$ cat src/design/i3c_ccc_macros.svh
// Only GETMRL, GETMWL, ENTHDR0 and RSTACT are decoded; byte limit counts saturate at 2 bits
`ifndef I3C_CCC_MACROS_SVH
`define I3C_CCC_MACROS_SVH

// Command codes, bit 7 set marks a direct CCC

// Direct GETMRL, read of max read length
`define I3C_DIRECT_GETMRL 8'h8C

// Direct GETMWL, read of max write length
`define I3C_DIRECT_GETMWL 8'h8B

// Broadcast entry into HDR mode 0
`define I3C_BCAST_ENTHDR0 8'h20

// Target reset action, broadcast and direct forms
`define I3C_BCAST_RSTACT 8'h2A
`define I3C_DIRECT_RSTACT 8'h9A

// RSTACT defining byte values

// No reset requested
`define I3C_RSTACT_NONE 8'h00

// Reset the peripheral only
`define I3C_RSTACT_PERIPH 8'h01

// Reset the whole target chip
`define I3C_RSTACT_CHIP 8'h02

// Byte limit width

// Enough for the largest limit of any decoded CCC
`define I3C_CCC_CNT_W 2

`endif

$ cat src/design/i3c_ccc_pkg.sv
// Types shared by the CCC path; limit width comes from the macros header
`include "i3c_ccc_macros.svh"

package i3c_ccc_pkg;

  // One byte as seen on the bus
  typedef logic [7:0] ccc_byte_t;

  // Queue size register, from the top byte
  // TX buffer size, RX buffer size, IBI status size, cmd/resp queue size
  typedef logic [31:0] queue_size_t;

  // Data byte limit count
  typedef logic [`I3C_CCC_CNT_W-1:0] ccc_count_t;

  // RSTACT reset action code
  typedef logic [7:0] rst_action_t;

  // Frame parser states
  typedef enum logic [2:0] {
    IDLE,
    CODE,
    DEFBYTE,
    DATA,
    OVERRUN
  } parser_state_e;

endpackage

$ cat src/design/ccc_frame_parser.sv
// Bytes outside a frame are dropped; data bytes past the limit are dropped and flag an error
`timescale 1ns/10ps

module ccc_frame_parser (
  input  logic                    clk_i,
  input  logic                    rst_ni,
  input  logic                    frame_start_i,
  input  logic                    frame_end_i,
  input  i3c_ccc_pkg::ccc_byte_t  byte_i,
  input  logic                    byte_valid_i,
  input  logic                    needs_defining_byte_i,
  input  i3c_ccc_pkg::ccc_count_t command_max_bytes_i,
  output i3c_ccc_pkg::ccc_byte_t  command_code_o,
  output logic                    command_code_valid_o,
  output i3c_ccc_pkg::ccc_byte_t  defining_byte_o,
  output logic                    defining_byte_valid_o,
  output i3c_ccc_pkg::ccc_byte_t  command_data_o,
  output logic                    command_data_valid_o,
  output logic                    frame_done_o,
  output logic                    protocol_error_o
);

  i3c_ccc_pkg::parser_state_e state_q, state_d;
  i3c_ccc_pkg::ccc_count_t    data_cnt_q, data_cnt_d;
  i3c_ccc_pkg::ccc_byte_t     byte_q;

  logic code_valid_q, code_valid_d;
  logic def_valid_q, def_valid_d;
  logic data_valid_q, data_valid_d;
  logic frame_done_q, frame_done_d;
  logic error_q, error_d;
  logic take_data;

  always_comb begin
    state_d      = state_q;
    data_cnt_d   = data_cnt_q;
    code_valid_d = 1'b0;
    def_valid_d  = 1'b0;
    data_valid_d = 1'b0;
    error_d      = error_q;
    take_data    = 1'b0;

    if (byte_valid_i) begin
      case (state_q)
        i3c_ccc_pkg::CODE: begin
          code_valid_d = 1'b1;
          state_d      = i3c_ccc_pkg::DEFBYTE;
        end
        // Second byte: defining byte only if the handler asks for one
        i3c_ccc_pkg::DEFBYTE: begin
          if (needs_defining_byte_i) begin
            def_valid_d = 1'b1;
            state_d     = i3c_ccc_pkg::DATA;
          end else begin
            take_data = 1'b1;
          end
        end
        i3c_ccc_pkg::DATA: take_data = 1'b1;
        default: ;
      endcase
    end

    // Count data bytes against the handler limit
    if (take_data) begin
      if (data_cnt_q >= command_max_bytes_i) begin
        state_d = i3c_ccc_pkg::OVERRUN;
        error_d = 1'b1;
      end else begin
        data_valid_d = 1'b1;
        data_cnt_d   = data_cnt_q + i3c_ccc_pkg::ccc_count_t'(1);
        state_d      = i3c_ccc_pkg::DATA;
      end
    end

    // A new frame restarts everything, including the sticky error
    if (frame_start_i) begin
      state_d      = i3c_ccc_pkg::CODE;
      data_cnt_d   = '0;
      code_valid_d = 1'b0;
      def_valid_d  = 1'b0;
      data_valid_d = 1'b0;
      error_d      = 1'b0;
    end else if (frame_end_i) begin
      state_d = i3c_ccc_pkg::IDLE;
    end
  end

  // Frame end only counts inside a frame
  assign frame_done_d = frame_end_i && !frame_start_i && (state_q != i3c_ccc_pkg::IDLE);

  always_ff @(posedge clk_i or negedge rst_ni) begin
    if (!rst_ni) begin
      state_q      <= i3c_ccc_pkg::IDLE;
      data_cnt_q   <= '0;
      code_valid_q <= 1'b0;
      def_valid_q  <= 1'b0;
      data_valid_q <= 1'b0;
      frame_done_q <= 1'b0;
      error_q      <= 1'b0;
    end else begin
      state_q      <= state_d;
      data_cnt_q   <= data_cnt_d;
      code_valid_q <= code_valid_d;
      def_valid_q  <= def_valid_d;
      data_valid_q <= data_valid_d;
      frame_done_q <= frame_done_d;
      error_q      <= error_d;
    end
  end

  // One byte register serves all three fields, the strobes tell them apart
  always_ff @(posedge clk_i) begin
    if (byte_valid_i) begin
      byte_q <= byte_i;
    end
  end

  assign command_code_o        = byte_q;
  assign command_code_valid_o  = code_valid_q;
  assign defining_byte_o       = byte_q;
  assign defining_byte_valid_o = def_valid_q;
  assign command_data_o        = byte_q;
  assign command_data_valid_o  = data_valid_q;
  assign frame_done_o          = frame_done_q;
  assign protocol_error_o      = error_q;

endmodule

$ cat src/design/ccc_handler.sv
// GETMRL/GETMWL answer with one size byte only; limits bypass the latch so the parser sees them early
`timescale 1ns/10ps
`include "i3c_ccc_macros.svh"

module ccc_handler (
  input  logic                     clk_i,
  input  logic                     rst_ni,
  input  i3c_ccc_pkg::ccc_byte_t   command_code_i,
  input  logic                     command_code_valid_i,
  input  i3c_ccc_pkg::ccc_byte_t   defining_byte_i,
  input  logic                     defining_byte_valid_i,
  input  i3c_ccc_pkg::ccc_byte_t   command_data_i,
  input  logic                     command_data_valid_i,
  input  logic                     frame_done_i,
  input  i3c_ccc_pkg::queue_size_t queue_size_i,
  output i3c_ccc_pkg::ccc_byte_t   response_byte_o,
  output logic                     response_valid_o,
  output logic                     enter_hdr_o,
  output i3c_ccc_pkg::rst_action_t rst_action_o,
  output logic                     rst_action_valid_o,
  output logic                     needs_defining_byte_o,
  output i3c_ccc_pkg::ccc_count_t  command_min_bytes_o,
  output i3c_ccc_pkg::ccc_count_t  command_max_bytes_o
);

  i3c_ccc_pkg::ccc_byte_t command_code;
  i3c_ccc_pkg::ccc_byte_t defining_byte;
  logic                   defining_byte_valid;
  logic                   clear_command_code;
  i3c_ccc_pkg::ccc_byte_t limit_code;

  i3c_ccc_pkg::ccc_byte_t tx_data_buffer_size;
  i3c_ccc_pkg::ccc_byte_t rx_data_buffer_size;

  // Control part of the latch
  always_ff @(posedge clk_i or negedge rst_ni) begin
    if (!rst_ni) begin
      command_code        <= '0;
      defining_byte_valid <= 1'b0;
    end else begin
      if (clear_command_code) begin
        command_code <= '0;
      end else if (command_code_valid_i) begin
        command_code <= command_code_i;
      end
      defining_byte_valid <= defining_byte_valid_i;
    end
  end

  // Defining byte payload
  always_ff @(posedge clk_i) begin
    if (defining_byte_valid_i) begin
      defining_byte <= defining_byte_i;
    end
  end

  // Queue size register fields, TX size on top, RX size below it
  assign tx_data_buffer_size = queue_size_i[31:24];
  assign rx_data_buffer_size = queue_size_i[23:16];

  // Response and side effects of the latched code
  always_comb begin
    response_byte_o    = '0;
    response_valid_o   = 1'b0;
    enter_hdr_o        = 1'b0;
    rst_action_o       = `I3C_RSTACT_NONE;
    rst_action_valid_o = 1'b0;
    clear_command_code = frame_done_i;
    case (command_code)
      `I3C_DIRECT_GETMRL: begin
        response_byte_o  = rx_data_buffer_size;
        response_valid_o = 1'b1;
      end
      `I3C_DIRECT_GETMWL: begin
        response_byte_o  = tx_data_buffer_size;
        response_valid_o = 1'b1;
      end
      // Single-cycle pulse, the code goes away on the next edge
      `I3C_BCAST_ENTHDR0: begin
        enter_hdr_o        = 1'b1;
        clear_command_code = 1'b1;
      end
      `I3C_BCAST_RSTACT, `I3C_DIRECT_RSTACT: begin
        if (defining_byte_valid) begin
          rst_action_o       = defining_byte;
          rst_action_valid_o = 1'b1;
        end
      end
      default: ;
    endcase
  end

  // Parser needs the limits while the code is still being latched
  assign limit_code = command_code_valid_i ? command_code_i : command_code;

  always_comb begin
    needs_defining_byte_o = 1'b0;
    command_min_bytes_o   = '0;
    command_max_bytes_o   = '0;
    case (limit_code)
      `I3C_BCAST_RSTACT, `I3C_DIRECT_RSTACT: begin
        needs_defining_byte_o = 1'b1;
        command_min_bytes_o   = i3c_ccc_pkg::ccc_count_t'(1);
        command_max_bytes_o   = i3c_ccc_pkg::ccc_count_t'(1);
      end
      default: ;
    endcase
  end

endmodule

$ cat src/design/ccc_target_state.sv
// Target reset with no stored action gives a peripheral reset; only one reset pulse per pattern
`timescale 1ns/10ps
`include "i3c_ccc_macros.svh"

module ccc_target_state (
  input  logic                     clk_i,
  input  logic                     rst_ni,
  input  logic                     enter_hdr_i,
  input  logic                     hdr_exit_i,
  input  i3c_ccc_pkg::rst_action_t rst_action_i,
  input  logic                     rst_action_valid_i,
  input  logic                     target_reset_i,
  output logic                     hdr_active_o,
  output i3c_ccc_pkg::rst_action_t pending_rst_action_o,
  output logic                     peripheral_reset_o,
  output logic                     chip_reset_o
);

  logic                     hdr_active_q;
  i3c_ccc_pkg::rst_action_t pending_q;
  logic                     periph_rst_q;
  logic                     chip_rst_q;

  always_ff @(posedge clk_i or negedge rst_ni) begin
    if (!rst_ni) begin
      hdr_active_q <= 1'b0;
      pending_q    <= `I3C_RSTACT_NONE;
      periph_rst_q <= 1'b0;
      chip_rst_q   <= 1'b0;
    end else begin
      periph_rst_q <= 1'b0;
      chip_rst_q   <= 1'b0;

      // HDR mode flag, exit wins over entry
      if (hdr_exit_i) begin
        hdr_active_q <= 1'b0;
      end else if (enter_hdr_i) begin
        hdr_active_q <= 1'b1;
      end

      // Reset pattern consumes the stored action
      if (target_reset_i) begin
        if (pending_q == `I3C_RSTACT_CHIP) begin
          chip_rst_q <= 1'b1;
        end else begin
          // PERIPH, NONE and unknown codes all mean peripheral reset
          periph_rst_q <= 1'b1;
        end
        pending_q <= `I3C_RSTACT_NONE;
      end

      // A fresh RSTACT on the same cycle is kept for the next pattern
      if (rst_action_valid_i) begin
        pending_q <= rst_action_i;
      end
    end
  end

  assign hdr_active_o         = hdr_active_q;
  assign pending_rst_action_o = pending_q;
  assign peripheral_reset_o   = periph_rst_q;
  assign chip_reset_o         = chip_rst_q;

endmodule

$ cat src/design/i3c_ccc_top.sv
// Byte stream must already be framed; no back-pressure, at most one byte per cycle
`timescale 1ns/10ps

module i3c_ccc_top (
  input  logic                     clk_i,
  input  logic                     rst_ni,
  input  logic                     frame_start_i,
  input  logic                     frame_end_i,
  input  i3c_ccc_pkg::ccc_byte_t   byte_i,
  input  logic                     byte_valid_i,
  input  i3c_ccc_pkg::queue_size_t queue_size_i,
  input  logic                     hdr_exit_i,
  input  logic                     target_reset_i,
  output i3c_ccc_pkg::ccc_byte_t   response_byte_o,
  output logic                     response_valid_o,
  output logic                     hdr_active_o,
  output i3c_ccc_pkg::rst_action_t pending_rst_action_o,
  output logic                     peripheral_reset_o,
  output logic                     chip_reset_o,
  output logic                     protocol_error_o
);

  i3c_ccc_pkg::ccc_byte_t   command_code;
  logic                     command_code_valid;
  i3c_ccc_pkg::ccc_byte_t   defining_byte;
  logic                     defining_byte_valid;
  i3c_ccc_pkg::ccc_byte_t   command_data;
  logic                     command_data_valid;
  logic                     frame_done;
  logic                     needs_defining_byte;
  i3c_ccc_pkg::ccc_count_t  command_max_bytes;
  logic                     enter_hdr;
  i3c_ccc_pkg::rst_action_t rst_action;
  logic                     rst_action_valid;

  ccc_frame_parser u_parser (
    .clk_i                 (clk_i),
    .rst_ni                (rst_ni),
    .frame_start_i         (frame_start_i),
    .frame_end_i           (frame_end_i),
    .byte_i                (byte_i),
    .byte_valid_i          (byte_valid_i),
    .needs_defining_byte_i (needs_defining_byte),
    .command_max_bytes_i   (command_max_bytes),
    .command_code_o        (command_code),
    .command_code_valid_o  (command_code_valid),
    .defining_byte_o       (defining_byte),
    .defining_byte_valid_o (defining_byte_valid),
    .command_data_o        (command_data),
    .command_data_valid_o  (command_data_valid),
    .frame_done_o          (frame_done),
    .protocol_error_o      (protocol_error_o)
  );

  // Minimum byte count is not checked on this path
  ccc_handler u_handler (
    .clk_i                 (clk_i),
    .rst_ni                (rst_ni),
    .command_code_i        (command_code),
    .command_code_valid_i  (command_code_valid),
    .defining_byte_i       (defining_byte),
    .defining_byte_valid_i (defining_byte_valid),
    .command_data_i        (command_data),
    .command_data_valid_i  (command_data_valid),
    .frame_done_i          (frame_done),
    .queue_size_i          (queue_size_i),
    .response_byte_o       (response_byte_o),
    .response_valid_o      (response_valid_o),
    .enter_hdr_o           (enter_hdr),
    .rst_action_o          (rst_action),
    .rst_action_valid_o    (rst_action_valid),
    .needs_defining_byte_o (needs_defining_byte),
    .command_min_bytes_o   (),
    .command_max_bytes_o   (command_max_bytes)
  );

  ccc_target_state u_target_state (
    .clk_i                (clk_i),
    .rst_ni               (rst_ni),
    .enter_hdr_i          (enter_hdr),
    .hdr_exit_i           (hdr_exit_i),
    .rst_action_i         (rst_action),
    .rst_action_valid_i   (rst_action_valid),
    .target_reset_i       (target_reset_i),
    .hdr_active_o         (hdr_active_o),
    .pending_rst_action_o (pending_rst_action_o),
    .peripheral_reset_o   (peripheral_reset_o),
    .chip_reset_o         (chip_reset_o)
  );

endmodule

$ cat config.mk
export PLATFORM = sky130hd
export DESIGN_NAME = i3c_ccc_top
export DESIGN_NICKNAME = d
export VERILOG_FILES = /design/src/design/i3c_ccc_pkg.sv /design/src/design/ccc_frame_parser.sv /design/src/design/ccc_handler.sv /design/src/design/ccc_target_state.sv /design/src/design/i3c_ccc_top.sv
export VERILOG_INCLUDE_DIRS = /design/src /design/src/design
export SDC_FILE = /design/constraint.sdc
export NUM_CORES = 1
export LEC_CHECK = 0
export ABC_AREA = 1
export BUFFER_PORTS_ARGS = -buffer_cell sky130_fd_sc_hd__buf_2
export CORE_MARGIN = 4
export CORE_UTILIZATION = 45
export DETAILED_ROUTE_END_ITERATION = 6
export GPL_ROUTABILITY_DRIVEN = 0
export PLACE_DENSITY = 0.74
export SYNTH_ARGS = -nofsm -noshare
export SYNTH_HDL_FRONTEND = slang
export SYNTH_SLANG_ARGS = --single-unit
$ cat constraint.sdc
create_clock -name clk_i -period 2.1 [get_ports clk_i]
set_input_delay 0.105 -clock clk_i [delete_from_list [all_inputs] [get_ports clk_i]]
set_output_delay 0.105 -clock clk_i [all_outputs]
set_load 0.02 [all_outputs]
==> reports/results.tsv <==
metric	value	unit
NumNets Final	341	
Skew-Pair Late Insertion Delay	0.30	ns
routed via count	1709	
pre-CTS WS	0.0715	ns
FF+latch count, synth	45	
worst relative slew slack	0.569	
count leader, synth	nand2_1	
Power Density	809	nW/µm²
final setup fails	0	
vias per cell	4.94	
Residual DRC	0	
sequential area share after synthesis	0.585	
TritonCTS clock tree	done	
GRT overflow	0	
vias in the first global route	1639	
Initial Util	0.471	
GRT Total Usage	0.174	
Startpoint Class	register	
top-level port count	68	
syn_nets	272	
Non-Filler Instances	346	
slowest CP cell	dfrtp_2	
final worst slack	0.146	ns
CP Capture Type	register	
Post-Syn Area	2060	µm²
Initial DRC Count	98	
Post-synth EDFFs	16	
CP Max Fanout	6	
maximum clock rate	512	MHz
switching power	0.655	mW
status	finished, final reports clean	
deepest clock path buffer count	2	
path type of the worst min-delay path	input pin to register	
fraction of registers with async set/reset	0.644	
Crit path top cell by count	nand2_1	
Synth warnings	0	
Yosys cell types	28	
placed insts	326	
Die X	75.7	µm
diode count	0	
first-pass GRT wire length	7360	µm
Synth top area share	0.352	
critical path data required time	2.28	ns
# clock sinks	45	
Sw Share	0.312	
P&R area growth vs syn	25.8	%
Die ar.	5730	µm²
DRT Pass-1 Iters	4	
Rows	24	
WL/cell	12.5	µm
top post-synthesis cells by area	dfrtp_1 (35%), edfxtp_1 (23%), nand2_1 (10%)	
Synth Flop Type	dfrtp_1	
Post-synth top cells	nand2_1 (55), inv_1 (37), dfrtp_1 (29)	
worst clock skew	0.00823	ns
H-tree Lvls	2	
share of cells above drive strength 1	0.262	
DP HPWL	3160	µm
Comb power frac	0.216	
Final min period	1.95	ns
Final Hold Violating Endpoints	0	
leading area contributor after synthesis	dfrtp_1	
Clk pwr share	0.260	
antenna violations before repair	0	
core area	4380	µm²
actual slew at the worst max-slew pin	0.647	ns
clk slew on worst S/H paths	0.07	ns
cell internal pwr	1.45	mW
Post-Route WL	4320	µm
post-synthesis instance total	224	
Max IR drop VDD	0.000600	V
CTS Buf Count	5	
port bufs	51	
mean post-synth cell area	9.21	µm²
largest net degree at the start of global routing	30	
Post-DRT Antenna Nets	0	
Setup CP Type	register to register	
sequential share of power	0.523	
max-slew violations	0	
Crit path largest cell delay	0.45	ns
Lkg Pwr	1.36	nW
CP cell instances	buf_4 > nand2_1 > nand2_1 > nand3_1 > nand2_1 > nand2_1 > inv_1 > ha_1 > nor2_4 > nand4_1 > nand2_1 > a21oi_1	
Fin Setup TNS	0	ns
Root Driver	clkbuf_8	
max-cap viol count	0	
Final period util	0.930	
die height	75.7	µm
crit path DAT	2.13	ns
path summary, 6_finish.rpt:
check / endpoint / cells after the start / slack, ns / from
max: u_parser.data_cnt_q[0] / 12 / 0.15 / u_parser.command_code_valid_o
min: u_parser.command_code_valid_o / 2 / 0.05 / frame_start_i
max reg2reg: u_parser.data_cnt_q[0] / 12 / 0.15 / u_parser.command_code_valid_o
min reg2reg: u_handler.defining_byte[1] / 0 / 0.48 / u_parser.command_code_o[1]
max in group asynchronous: u_parser.command_code_valid_o / 2 / 1.25 / rst_ni
min in group asynchronous: u_target_state.peripheral_reset_o / 2 / 0.38 / rst_ni
placed cells by master (no fill, tap or decap), drive strengths merged:
master / n
nor4: 3
nor4b: 1
o21ai: 4
o21a: 1
dlygate4sd3: 10
nand4: 4
or4: 1
o22ai: 8
nor2: 16
inv: 38
dfrtp: 29
a21oi: 7
edfxtp: 16
nand2: 60
clkbuf: 6
nor3: 6
clkinv: 3
nand3: 25
ha: 1
buf: 55
per-stage QoR:
stage | instance area [µm²] | utilization | hold WS, ns | power [mW]
6_report | 2590 | 0.592 | 0.0516 | 2.10
5_1_grt | 2590 | 0.592 | 0.0406 | 2.26
4_1_cts | 2560 | 0.584 | 0.0372 | 2.11
3_5_place_dp | 2360 | 0.539 | 0.180 | 1.54
3_3_place_gp | 2360 | 0.539 | 0.171 | 1.52
2_1_floorplan | 2060 | - | -0.191 | 1.41
layer usage:
metal	GRT usage	vias to the layer above	share of wire
li1	-	873	-
met1	0.202	799	0.40
met2	0.308	29	0.54
met3	0.0515	8	0.044
met4	0.0524	0	0.013
met5	0	-	0
power groups by stage:
stage,clock network (mW),registers (mW),logic [mW]
4_1_cts,0.571,1.09,0.443
5_1_grt,0.621,1.11,0.524
2_1_floorplan,0,1.09,0.314
6_report,0.547,1.10,0.454
3_5_place_dp,0,1.11,0.428
3_3_place_gp,0,1.11,0.418
flip-flops by register name, indices dropped and copies added (netlist names):
name / flops
u_parser.state_q: 3
u_parser.command_code_o: 8
u_handler.defining_byte: 8
u_parser.defining_byte_valid_o: 1
u_parser.protocol_error_o: 1
u_parser.command_code_valid_o: 1
u_parser.data_cnt_q: 2
u_target_state.pending_rst_action_o: 8
u_parser.frame_done_o: 1
u_handler.command_code: 8
u_handler.defining_byte_valid: 1
u_target_state.hdr_active_o: 1
u_target_state.chip_reset_o: 1
u_target_state.peripheral_reset_o: 1
cell type report:
| class | instances | area [µm²] |
|---|---|---|
| timing repair buffer | 65 | 385 |
| fill | 391 | 1790 |
| tap | 52 | 65.1 |
| clock inverter | 2 | 13.8 |
| sequential | 45 | 1210 |
| multi-input combinational | 137 | 689 |
| clock buffer | 6 | 82.6 |
| inverter | 39 | 151 |
timing repair:
action,4_1_cts,5_1_grt
endpoints found under the hold margin,38,0
hold buffers,10,0
endpoints found under the setup margin,0,15
setup buffers,0,2
resized for setup,0,5
worst max-delay path, delay by kind of cell (launching register included):
kind / cells / cell delay [ns]
and+or+nand+nor: 8 / 0.83
DFF: 1 / 0.45
adders and majority gates: 1 / 0.31
buffers and inverters: 2 / 0.22
AOI/OAI and AO/OA: 1 / 0.04
cell families after synthesis:
family,count (synthesis),share of synthesized area
AND/OR/NAND/NOR,116,0.257
AO/OA/AOI/OAI,20,0.0619
adder cells (fa/ha/maj),1,0.00606
buffers and inverters,42,0.0904
flip-flops,45,0.585
No activity file was read; power rests on OpenSTA's default activity.
